File: config.mk
export PLATFORM = sky130hd
export DESIGN_NAME = iotdf_top
export DESIGN_NICKNAME = d
export VERILOG_FILES = /design/src/iotdf_pkg.sv /design/src/byte_loader.sv /design/src/crc3_engine.sv /design/src/extreme_tracker.sv /design/src/iotdf_ctrl.sv /design/src/iotdf_top.sv
export SDC_FILE = /design/constraint.sdc
export NUM_CORES = 2
export LEC_CHECK = 0
export BUFFER_PORTS_ARGS = -buffer_cell sky130_fd_sc_hd__buf_2
export CAP_MARGIN = 20
export CORE_MARGIN = 2
export CORE_UTILIZATION = 35
export CTS_CLUSTER_DIAMETER = 80
export DETAILED_ROUTE_END_ITERATION = 12
export GPL_TIMING_DRIVEN = 0
export PLACE_DENSITY = 0.48
export SKIP_CTS_REPAIR_TIMING = 1
export SYNTH_ARGS = -nofsm -noshare
export SYNTH_HDL_FRONTEND = slang
export SYNTH_SLANG_ARGS = --single-unit
export TNS_END_PERCENT = 50
File: constraint.sdc
create_clock -name i_clk -period 23 [get_ports i_clk]
set_clock_uncertainty 0.2 [all_clocks]
set_input_delay 0 -clock i_clk [delete_from_list [all_inputs] [get_ports i_clk]]
set_output_delay 0 -clock i_clk [all_outputs]
set_load 0.02 [all_outputs]
File: src/iotdf_pkg.sv
package iotdf_pkg;

  // stream and block geometry
  localparam int BYTE_W           = 8;
  localparam int BLOCK_W          = 128;
  localparam int BYTES_PER_BLOCK  = 16;
  localparam int BLOCKS_PER_GROUP = 8;

  // crc remainder width and generator x^3+x^2+x with its leading bit
  localparam int          CRC_W    = 3;
  localparam logic [3:0]  CRC_POLY = 4'b1110;

  // an input byte from the host
  typedef logic [BYTE_W-1:0]  byte_t;

  // a data block, also used for every result word
  typedef logic [BLOCK_W-1:0] block_t;

  // crc remainder
  typedef logic [CRC_W-1:0]   crc_t;

  // byte lane inside a block
  typedef logic [3:0]         byte_idx_t;

  // block slot inside a group of eight
  typedef logic [2:0]         block_idx_t;

  // function codes as sent by the host
  // codes 1 and 2 and every other unused code fall into idle
  typedef enum logic [2:0] {
    FN_NONE     = 3'd0,
    FN_CRC_GEN  = 3'd3,
    FN_TOP2MAX  = 3'd4,
    FN_LAST2MIN = 3'd5
  } fn_sel_t;

endpackage

File: src/byte_loader.sv
`timescale 1ns/1ps

module byte_loader (
  input  logic              i_clk,
  input  logic              i_rst,
  input  logic              i_in_en,
  input  iotdf_pkg::byte_t  i_iot_in,
  output iotdf_pkg::block_t o_block,
  output logic              o_block_valid
);

  import iotdf_pkg::*;

  byte_idx_t byte_cnt;
  block_t    block_q;
  logic      last_byte;
  logic      block_valid_q;

  // the 16th byte of a block is on the bus
  assign last_byte = i_in_en && (byte_cnt == byte_idx_t'(BYTES_PER_BLOCK - 1));

  // lane counter wraps after the last lane
  always_ff @(posedge i_clk or posedge i_rst) begin
    if (i_rst) begin
      byte_cnt <= '0;
    end else if (i_in_en) begin
      byte_cnt <= byte_cnt + 1'b1;
    end
  end

  // byte k lands in bits 8k+7 down to 8k
  always_ff @(posedge i_clk) begin
    if (i_in_en) begin
      block_q[byte_cnt*BYTE_W +: BYTE_W] <= i_iot_in;
    end
  end

  // one cycle flag once the block register is complete
  always_ff @(posedge i_clk or posedge i_rst) begin
    if (i_rst) begin
      block_valid_q <= 1'b0;
    end else begin
      block_valid_q <= last_byte;
    end
  end

  // lane 0 of the next block is only written after the flag cycle,
  // so the block is whole while the flag is high
  assign o_block       = block_q;
  assign o_block_valid = block_valid_q;

endmodule

File: src/crc3_engine.sv
`timescale 1ns/1ps

module crc3_engine (
  input  logic              i_clk,
  input  logic              i_rst,
  input  logic              i_start,
  input  iotdf_pkg::block_t i_block,
  output iotdf_pkg::crc_t   o_crc,
  output logic              o_done
);

  import iotdf_pkg::*;

  typedef enum logic {
    S_IDLE,
    S_CALC
  } state_t;

  state_t                      state;
  logic [BLOCK_W+CRC_W-1:0]    dividend;
  logic [BLOCK_W+CRC_W-1:0]    dividend_sub;
  logic [6:0]                  step_cnt;
  logic                        last_step;
  logic                        done_q;

  // subtract the generator at the top when the leading bit is set
  always_comb begin
    dividend_sub = dividend;
    if (dividend[BLOCK_W+CRC_W-1]) begin
      dividend_sub = dividend ^ {CRC_POLY, {(BLOCK_W-1){1'b0}}};
    end
  end

  assign last_step = (state == S_CALC) && (step_cnt == 7'(BLOCK_W - 1));

  always_ff @(posedge i_clk or posedge i_rst) begin
    if (i_rst) begin
      state    <= S_IDLE;
      step_cnt <= '0;
      done_q   <= 1'b0;
    end else begin
      done_q <= last_step;
      case (state)
        S_IDLE: begin
          step_cnt <= '0;
          if (i_start) begin
            state <= S_CALC;
          end
        end
        S_CALC: begin
          step_cnt <= step_cnt + 1'b1;
          if (last_step) begin
            state <= S_IDLE;
          end
        end
        default: state <= S_IDLE;
      endcase
    end
  end

  // block with three zero bits appended, then one division step per cycle
  always_ff @(posedge i_clk) begin
    if (state == S_IDLE && i_start) begin
      dividend <= {i_block, {CRC_W{1'b0}}};
    end else if (state == S_CALC) begin
      dividend <= {dividend_sub[BLOCK_W+CRC_W-2:0], 1'b0};
    end
  end

  // after 128 steps the remainder sits in the top bits
  assign o_crc  = dividend[BLOCK_W+CRC_W-1 -: CRC_W];
  assign o_done = done_q;

endmodule

File: src/extreme_tracker.sv
`timescale 1ns/1ps

module extreme_tracker (
  input  logic              i_clk,
  input  logic              i_rst,
  input  logic              i_start,
  input  logic              i_find_max,
  input  iotdf_pkg::block_t i_block,
  output iotdf_pkg::block_t o_result,
  output logic              o_valid
);

  import iotdf_pkg::*;

  typedef enum logic [1:0] {
    S_COLLECT,
    S_EMIT_FIRST,
    S_EMIT_SECOND
  } state_t;

  state_t     state;
  block_idx_t blk_cnt;
  block_t     first_q;
  block_t     second_q;
  logic       beats_first;
  logic       beats_second;
  logic       group_end;

  // strict compare in the direction of the selected function
  function automatic logic is_better(input block_t cand, input block_t ref_val,
                                     input logic find_max);
    logic res;
    if (find_max) begin
      res = cand > ref_val;
    end else begin
      res = cand < ref_val;
    end
    return res;
  endfunction

  assign beats_first  = is_better(i_block, first_q, i_find_max);
  assign beats_second = is_better(i_block, second_q, i_find_max);
  assign group_end    = i_start && (blk_cnt == block_idx_t'(BLOCKS_PER_GROUP - 1));

  // group position and result sequencing
  always_ff @(posedge i_clk or posedge i_rst) begin
    if (i_rst) begin
      state   <= S_COLLECT;
      blk_cnt <= '0;
    end else begin
      if (i_start) begin
        blk_cnt <= blk_cnt + 1'b1;
      end
      case (state)
        S_COLLECT: begin
          if (group_end) begin
            state <= S_EMIT_FIRST;
          end
        end
        S_EMIT_FIRST:  state <= S_EMIT_SECOND;
        S_EMIT_SECOND: state <= S_COLLECT;
        default:       state <= S_COLLECT;
      endcase
    end
  end

  // best and runner-up of the current group
  always_ff @(posedge i_clk) begin
    if (i_start) begin
      if (blk_cnt == '0) begin
        first_q  <= i_block;
        // neutral runner-up so any later block can take its place
        second_q <= i_find_max ? '0 : '1;
      end else if (beats_first) begin
        first_q  <= i_block;
        second_q <= first_q;
      end else if (beats_second) begin
        second_q <= i_block;
      end
    end
  end

  assign o_valid  = (state == S_EMIT_FIRST) || (state == S_EMIT_SECOND);
  assign o_result = (state == S_EMIT_SECOND) ? second_q : first_q;

endmodule

File: src/iotdf_ctrl.sv
`timescale 1ns/1ps

module iotdf_ctrl (
  input  logic                i_clk,
  input  logic                i_rst,
  input  iotdf_pkg::fn_sel_t  i_fn_sel,
  input  logic                i_block_valid,
  input  iotdf_pkg::crc_t     i_crc,
  input  logic                i_crc_done,
  input  iotdf_pkg::block_t   i_ext_result,
  input  logic                i_ext_valid,
  output logic                o_crc_start,
  output logic                o_ext_start,
  output logic                o_find_max,
  output logic                o_busy,
  output logic                o_valid,
  output iotdf_pkg::block_t   o_iot_out
);

  import iotdf_pkg::*;

  logic   crc_mode;
  logic   ext_mode;
  logic   busy_q;
  logic   valid_q;
  logic   crc_hit;
  logic   ext_hit;
  block_t out_q;

  // decode the function and leave every other code idle
  assign crc_mode   = (i_fn_sel == FN_CRC_GEN);
  assign ext_mode   = (i_fn_sel == FN_TOP2MAX) || (i_fn_sel == FN_LAST2MIN);
  assign o_find_max = (i_fn_sel == FN_TOP2MAX);

  // block pulses go to the selected engine only
  assign o_crc_start = crc_mode && i_block_valid;
  assign o_ext_start = ext_mode && i_block_valid;

  assign crc_hit = crc_mode && i_crc_done;
  assign ext_hit = ext_mode && i_ext_valid;

  // busy held from the crc start until the result has left
  always_ff @(posedge i_clk or posedge i_rst) begin
    if (i_rst) begin
      busy_q <= 1'b0;
    end else if (o_crc_start) begin
      busy_q <= 1'b1;
    end else if (valid_q) begin
      busy_q <= 1'b0;
    end
  end

  // busy shows up in the same cycle as the block pulse
  assign o_busy = busy_q || o_crc_start;

  // output stage adds one cycle after the engine result
  always_ff @(posedge i_clk or posedge i_rst) begin
    if (i_rst) begin
      valid_q <= 1'b0;
      out_q   <= '0;
    end else begin
      valid_q <= crc_hit || ext_hit;
      if (crc_hit) begin
        out_q <= {{(BLOCK_W-CRC_W){1'b0}}, i_crc};
      end else if (ext_hit) begin
        out_q <= i_ext_result;
      end
    end
  end

  assign o_valid   = valid_q;
  assign o_iot_out = out_q;

endmodule

File: src/iotdf_top.sv
`timescale 1ns/1ps

module iotdf_top (
  input  logic                i_clk,
  input  logic                i_rst,
  input  logic                i_in_en,
  input  iotdf_pkg::byte_t    i_iot_in,
  input  iotdf_pkg::fn_sel_t  i_fn_sel,
  output logic                o_busy,
  output logic                o_valid,
  output iotdf_pkg::block_t   o_iot_out
);

  import iotdf_pkg::*;

  block_t block;
  logic   block_valid;
  logic   crc_start;
  logic   ext_start;
  logic   find_max;
  crc_t   crc;
  logic   crc_done;
  block_t ext_result;
  logic   ext_valid;

  // byte stream front end
  byte_loader u_byte_loader (
    .i_clk         (i_clk),
    .i_rst         (i_rst),
    .i_in_en       (i_in_en),
    .i_iot_in      (i_iot_in),
    .o_block       (block),
    .o_block_valid (block_valid)
  );

  crc3_engine u_crc3_engine (
    .i_clk   (i_clk),
    .i_rst   (i_rst),
    .i_start (crc_start),
    .i_block (block),
    .o_crc   (crc),
    .o_done  (crc_done)
  );

  extreme_tracker u_extreme_tracker (
    .i_clk      (i_clk),
    .i_rst      (i_rst),
    .i_start    (ext_start),
    .i_find_max (find_max),
    .i_block    (block),
    .o_result   (ext_result),
    .o_valid    (ext_valid)
  );

  // function decode, busy and result register
  iotdf_ctrl u_iotdf_ctrl (
    .i_clk         (i_clk),
    .i_rst         (i_rst),
    .i_fn_sel      (i_fn_sel),
    .i_block_valid (block_valid),
    .i_crc         (crc),
    .i_crc_done    (crc_done),
    .i_ext_result  (ext_result),
    .i_ext_valid   (ext_valid),
    .o_crc_start   (crc_start),
    .o_ext_start   (ext_start),
    .o_find_max    (find_max),
    .o_busy        (o_busy),
    .o_valid       (o_valid),
    .o_iot_out     (o_iot_out)
  );

endmodule

Word-level counts from Yosys, hierarchy flattened
Index checks and enable logic that the tools add are counted.
Word-level totals
  flip-flop bits (word level): 663
  bits in latches: 0
  RAM bits: 0
  ROM bits: 0
  bits of input ports: 14
  output and inout port bits: 130
  logic and storage cells: 80
  memories kept: 0
Cells by class
  add/sub/neg operators: 4
  $mul: 0
  divide/modulo/power cells: 0
  magnitude comparators: 4
  equality and inequality tests: 9
  shift-type cells: 2
  multiplexer cells: 23
  bitwise logic cells: 2
  reduce and logical (&&, ||, !) cells: 21
Operator list (count)
  128-bit two-way mux: 9
  131-bit two-way mux: 2
  128-bit greater-than comparator: 2
  128-bit < comparator: 2
  130-bit two-way mux: 1
  128-bit bitwise mux: 1
  8-bit by 34-bit variable shift with 128-bit output (first input constant): 1
  8-bit by 34-bit variable part select with 128-bit output: 1
  7-bit negation with 34-bit output: 1
  7-bit one-hot mux with 2 select lines: 1
  3-bit == test (second input constant): 3
  1-bit logical AND: 8
  2-bit nonzero test: 4
  7-bit by 1-bit adder with 7-bit output (second input constant): 1
  7-bit == test (second input constant): 1
  1-bit two-way mux: 6
  4-bit by 1-bit adder with 4-bit output (second input constant): 1
  4-bit == test (second input constant): 1
  1-bit logical OR: 4
  2-bit one-hot mux with 2 select lines: 1
  2-bit AND reduction: 2
  3-bit by 1-bit adder with 3-bit output (second input constant): 1
  3-bit by 2-bit == test with 1-bit output (second input constant): 1
  3-bit zero test: 1
  9 further kinds: 9

Longest topological paths before layout
  word-level depth: 6
  depth in mapped cells: 13

Hierarchy
Synthesis repeated with hierarchy kept, for this count alone.
Second synthesis, totals
  cells, all modules: 3347
  area, all modules: 35467.8 µm²
By module, submodules not included
  extreme_tracker: instances 1, cells an instance 2089, area an instance 19110.8 µm²
  crc3_engine: instances 1, cells an instance 313, area an instance 5896.9 µm²
  iotdf_ctrl: instances 1, cells an instance 572, area an instance 5265.0 µm²
  byte_loader: instances 1, cells an instance 373, area an instance 5195.0 µm²

Least setup slack after synthesis
Ideal clock, no wire load.
  path type: register to register
  start: register u_byte_loader.block_q[105] (netlist: u_byte_loader.o_block[105])
  end: register u_extreme_tracker.second_q[0] (enable)
  library setup time: 691 ps
  arrival time: 9297 ps
  required time: 22109 ps
  setup slack: 12812 ps
  cell stages (with the launch flop): 10
  path buffers: 0
  path through: edfxtp_1 -> ha_1 -> nand4_2 -> nor4_2 -> nand4_1 -> or4_1 -> o21ai_2 -> o21a_1 -> a221oi_1 -> a31oi_1
Between the ends
  cells in the longest elaborated chain, start to end: 4
  elaborated cells between the ends (all ways): 8
RTL lines
  start: declaration: RTL line byte_loader.sv:15  | block_t block_q;
  start signal: indexed assignment: RTL line byte_loader.sv:34  | block_q[byte_cnt*BYTE_W +: BYTE_W] <= i_iot_in;
  128-bit < comparator / 128-bit greater-than comparator (equally long branches): RTL line extreme_tracker.sv:36, extreme_tracker.sv:34
  1-bit two-way mux: RTL line extreme_tracker.sv:33  | if (find_max) begin
  3-bit nonzero test (no source line) (*)
  2-bit AND reduction (no source line) (*)
  end signal: assignment: RTL line extreme_tracker.sv:73  | second_q <= i_find_max ? '0 : '1;
  end signal: assignment: RTL line extreme_tracker.sv:76  | second_q <= first_q;
  end signal: assignment: RTL line extreme_tracker.sv:78  | second_q <= i_block;
  end: declaration: RTL line extreme_tracker.sv:24  | block_t second_q;
Every way passes the cells marked *; elsewhere a longest branch is shown, timed or not.
A chain may end at the register's enable or synchronous reset.

Final worst setup path
  start: register u_byte_loader.block_q[73] (netlist: u_byte_loader.o_block[73])
  end: register u_extreme_tracker.second_q[84] (enable)
Same word-level chain as after synthesis.

==> flow_summary.ini <==
[status]
status = complete, no violations

[timing]
max_freq_mhz = 180
hold_viol = 0
finalMaxSlewViolations = 0
fin_crit_sh_pct = 24.2
setup_violations = 0
tightestPinTransition_ns = 1.14
fin_crit_ns = 5.57
slew_headroom_pct = 23.3
grt_setup_unrepaired = false
setup_tns_ns = 0

[worst_setup_path]
critPathKind = reg2reg
cp_data_arrival_time_ns = 5.70
reg2reg_depth = 13
reg2reg_from = u_byte_loader.o_block[73]
required_ns = 23.13
startpoint = u_byte_loader.o_block[73]
critPathLaunchType = flip-flop
reg2reg_setup_slack_ns = 17.43
cp.depth = 13
cp_slowest_stage_delay_ns = 0.95
slowest_stage = nor4_1
cp_max_fo = 21
path_cells = ha_1 > nand4_1 > nor4_1 > nand3_1 > a21oi_1 > o31ai_1 > a21oi_1 > a211oi_1 > a211o_1 > a31oi_4 > buf_12 > buf_16 > buf_16
crit_buf_inv = 3
rr_endpoint = u_extreme_tracker.second_q[84]
critPathTopFamily = compound AO/OA/AOI/OAI gates
end_kind = flip-flop
endpoint = u_extreme_tracker.second_q[84]

[final_layout]
multi_input_area_um2 = 13500
fillers = 9197
drive_gt1_share_pct = 18.4
utilization_pct = 40.8
area_delta_synth_final_pct = 16.1
ff_latch_area_um2 = 19100
nets = 3321

[cts]
insertion_delay_ns = 0.65
clk_pin_slew_ns = 0.06
cts-root-buf = clkbuf_16
cts_tree = done
clockBufferDepth = 3
htreeDepth = 3
numCtsBuffers = 80
clock-sinks = 661

[global_route]
grt_pass1_vias = 23100
grt_max_degree = 78
grt_first_pass_wirelength_um = 149000
overflow = 0
grt_antenna_before_repair = 3
grtUsageTotal_pct = 19.6

[synthesis]
synthAdderAreaFrac_pct = 9.76
syn_area_um2 = 34500
synth_edf_count = 512
synth_top_area_share_pct = 44.6
synth_seq_cells = 661
syn_avg_cell_area_um2 = 12.4
synth_compound_area_share_pct = 12.0
ys_seq_area_share_pct = 55.4
synth-simple-area-share_pct = 8.98
synth_top_family_by_area = compound AO/OA/AOI/OAI gates
synthMuxAreaShare_pct = 7.94
synthesis.instances = 2773
async_flop_share_pct = 22.5
synth_xor_area_share_pct = 0.280
synth_area_leader_cell = edfxtp_1
syn_nets = 3056
synthFlopType = edfxtp_1
ys_top_cells_by_area = edfxtp_1 (45%), dfrtp_1 (11%), ha_1 (9.8%)
ys_types = 55
ys_warn_count = 0

[job]
cap_violations = 0

[drt]
first_iter_violations = 1362
firstDrtPassIters = 6
drt.antenna.violating_nets = 0
routed_wl_um = 99700
drc = 0
wl_per_cell_um = 22.7
vias = 22700
via_per_inst = 5.16

[placement]
hpwl_um = 72300
io_buffers = 142
globalplace.congestion = 0.840

[power_and_ir_drop]
ir_worst_vdd_v = 0.0000453
leakage_nw = 16.3
powerDensity_nw_per_um2 = 81.2

[floorplan]
core_um2 = 98000
die_width_um = 318
rows = 115
ios = 144
die_y_um = 318
start_util_pct = 35.2
dieArea_um2 = 101000

[min_path]
timing.hold.worst.class = reg2reg
==> cell usage in the layout (no fill, tap or decap), types with 3 or more instances in the layout <==
cell	instances
nor4_1	15
nand2_1	229
a21o_1	13
a221o_1	4
o211ai_1	5
buf_16	7
nor3_1	21
nor2_1	252
xor2_1	3
a221oi_1	11
buf_1	6
nand2b_1	5
buf_2	146
mux2_2	127
inv_1	280
clkbuf_16	85
dfrtp_1	149
mux2i_1	129
a2bb2oi_1	8
nand3_1	23
nand4_1	53
a2bb2oi_2	120
and2_1	68
xnor2_1	8
clkinv_1	8
clkbuf_1	111
a21oi_1	100
clkinv_2	12
buf_6	6
edfxtp_1	512
clkbuf_8	11
buf_8	5
a211oi_1	137
dlygate4sd3_1	15
buf_12	29
or3_1	5
ha_1	269
o21ai_0	59
nor2b_1	9
==> final cells by class <==
type,instances,area share [%]
Tap cell,1287,4.02
Buffer,123,2.17
Timing Repair Buffer,183,3.28
Inverter,281,2.65
Clock inverter,28,0.513
Multi-Input combinational cell,1708,33.7
Sequential cell,661,47.7
Clock buffer,120,5.92
Antenna cell,1,0.00625
==> state kept, by name, summed over array words and instances, names as in the netlist, 2 cells and up <==
name / count
u_crc3_engine.dividend: 128
u_extreme_tracker.second_q: 128
u_extreme_tracker.first_q: 128
u_iotdf_ctrl.o_iot_out: 128
u_extreme_tracker.blk_cnt: 3
u_extreme_tracker.state: 2
u_byte_loader.byte_cnt: 4
u_crc3_engine.step_cnt: 7
u_byte_loader.o_block: 128
==> worst min path at each step <==
stage                         startpoint                    endpoint  cells after the start
2_1_floorplan                i_iot_in[0]    u_byte_loader.o_block[0]                      1
3_3_place_gp   u_crc3_engine.step_cnt[0]   u_crc3_engine.step_cnt[0]                      1
3_5_place_dp                       i_rst  u_iotdf_ctrl.o_iot_out[47]                      2
4_1_cts                            i_rst  u_iotdf_ctrl.o_iot_out[44]                      2
5_1_grt        u_crc3_engine.step_cnt[0]   u_crc3_engine.step_cnt[0]                      1
6_report       u_crc3_engine.step_cnt[0]   u_crc3_engine.step_cnt[0]                      1
==> power by group <==
group | internal (W) | leakage (nW) | switching, W
combinational | 0.000212 | 7.85 | 0.000386
clock | 0.000735 | 1.27 | 0.000515
sequential | 0.00136 | 7.15 | 0.0000444
==> cells in the mapped netlist (all sizes together) (9+ instances only) <==
master   count
a211oi     137
a21o        13
a21oi      100
a221oi      11
a2bb2oi    128
and2        68
buf         34
clkbuf      89
dfrtp      149
edfxtp     512
ha         269
inv        281
mux2       127
mux2i      130
nand2      230
nand3       23
nand4       54
nor2       253
nor2b        9
nor3        22
nor4        16
o21ai       61
==> worst register-to-register path, cell delays in order, from the launching register on <==
cell,delay (ns)
edfxtp_1,0.52
ha_1,0.37
nand4_1,0.16
nor4_1,0.95
nand3_1,0.40
a21oi_1,0.34
o31ai_1,0.14
a21oi_1,0.32
a211oi_1,0.15
a211o_1,0.35
a31oi_4,0.67
buf_12,0.28
buf_16,0.20
buf_16,0.21
==> layer usage <==
metal / part of all wire [%] / track usage [%]
met1: 45 / 25.9
met3: 4.7 / 3.49
met4: 2.1 / 5.17
met2: 48 / 33.0
met5: 0 / 0
==> logic make-up after synthesis <==
group | Yosys count
fa+ha+maj | 269
mux | 257
compound gates | 478
flops | 661
xor+xnor | 11
simple gates | 693
buf+inv | 404
==> per-stage QoR <==
step | power, W | area (um2) | instances | setup WS, ns | hold slack, ns
after global placement | 0.00200 | 36800 | 4202 | 5.33 | 0.243
final | 0.00325 | 40000 | 4392 | 17.43 | 0.261
after detailed placement | 0.00202 | 37300 | 4224 | 17.43 | -0.0835
after CTS | 0.00328 | 39800 | 4372 | 17.41 | -0.771
after global routing | 0.00338 | 40000 | 4391 | 17.26 | 0.288
after floorplan | 0.00181 | 34500 | 2773 | 12.81 | -0.00185
(Power assumes the default switching activity.)
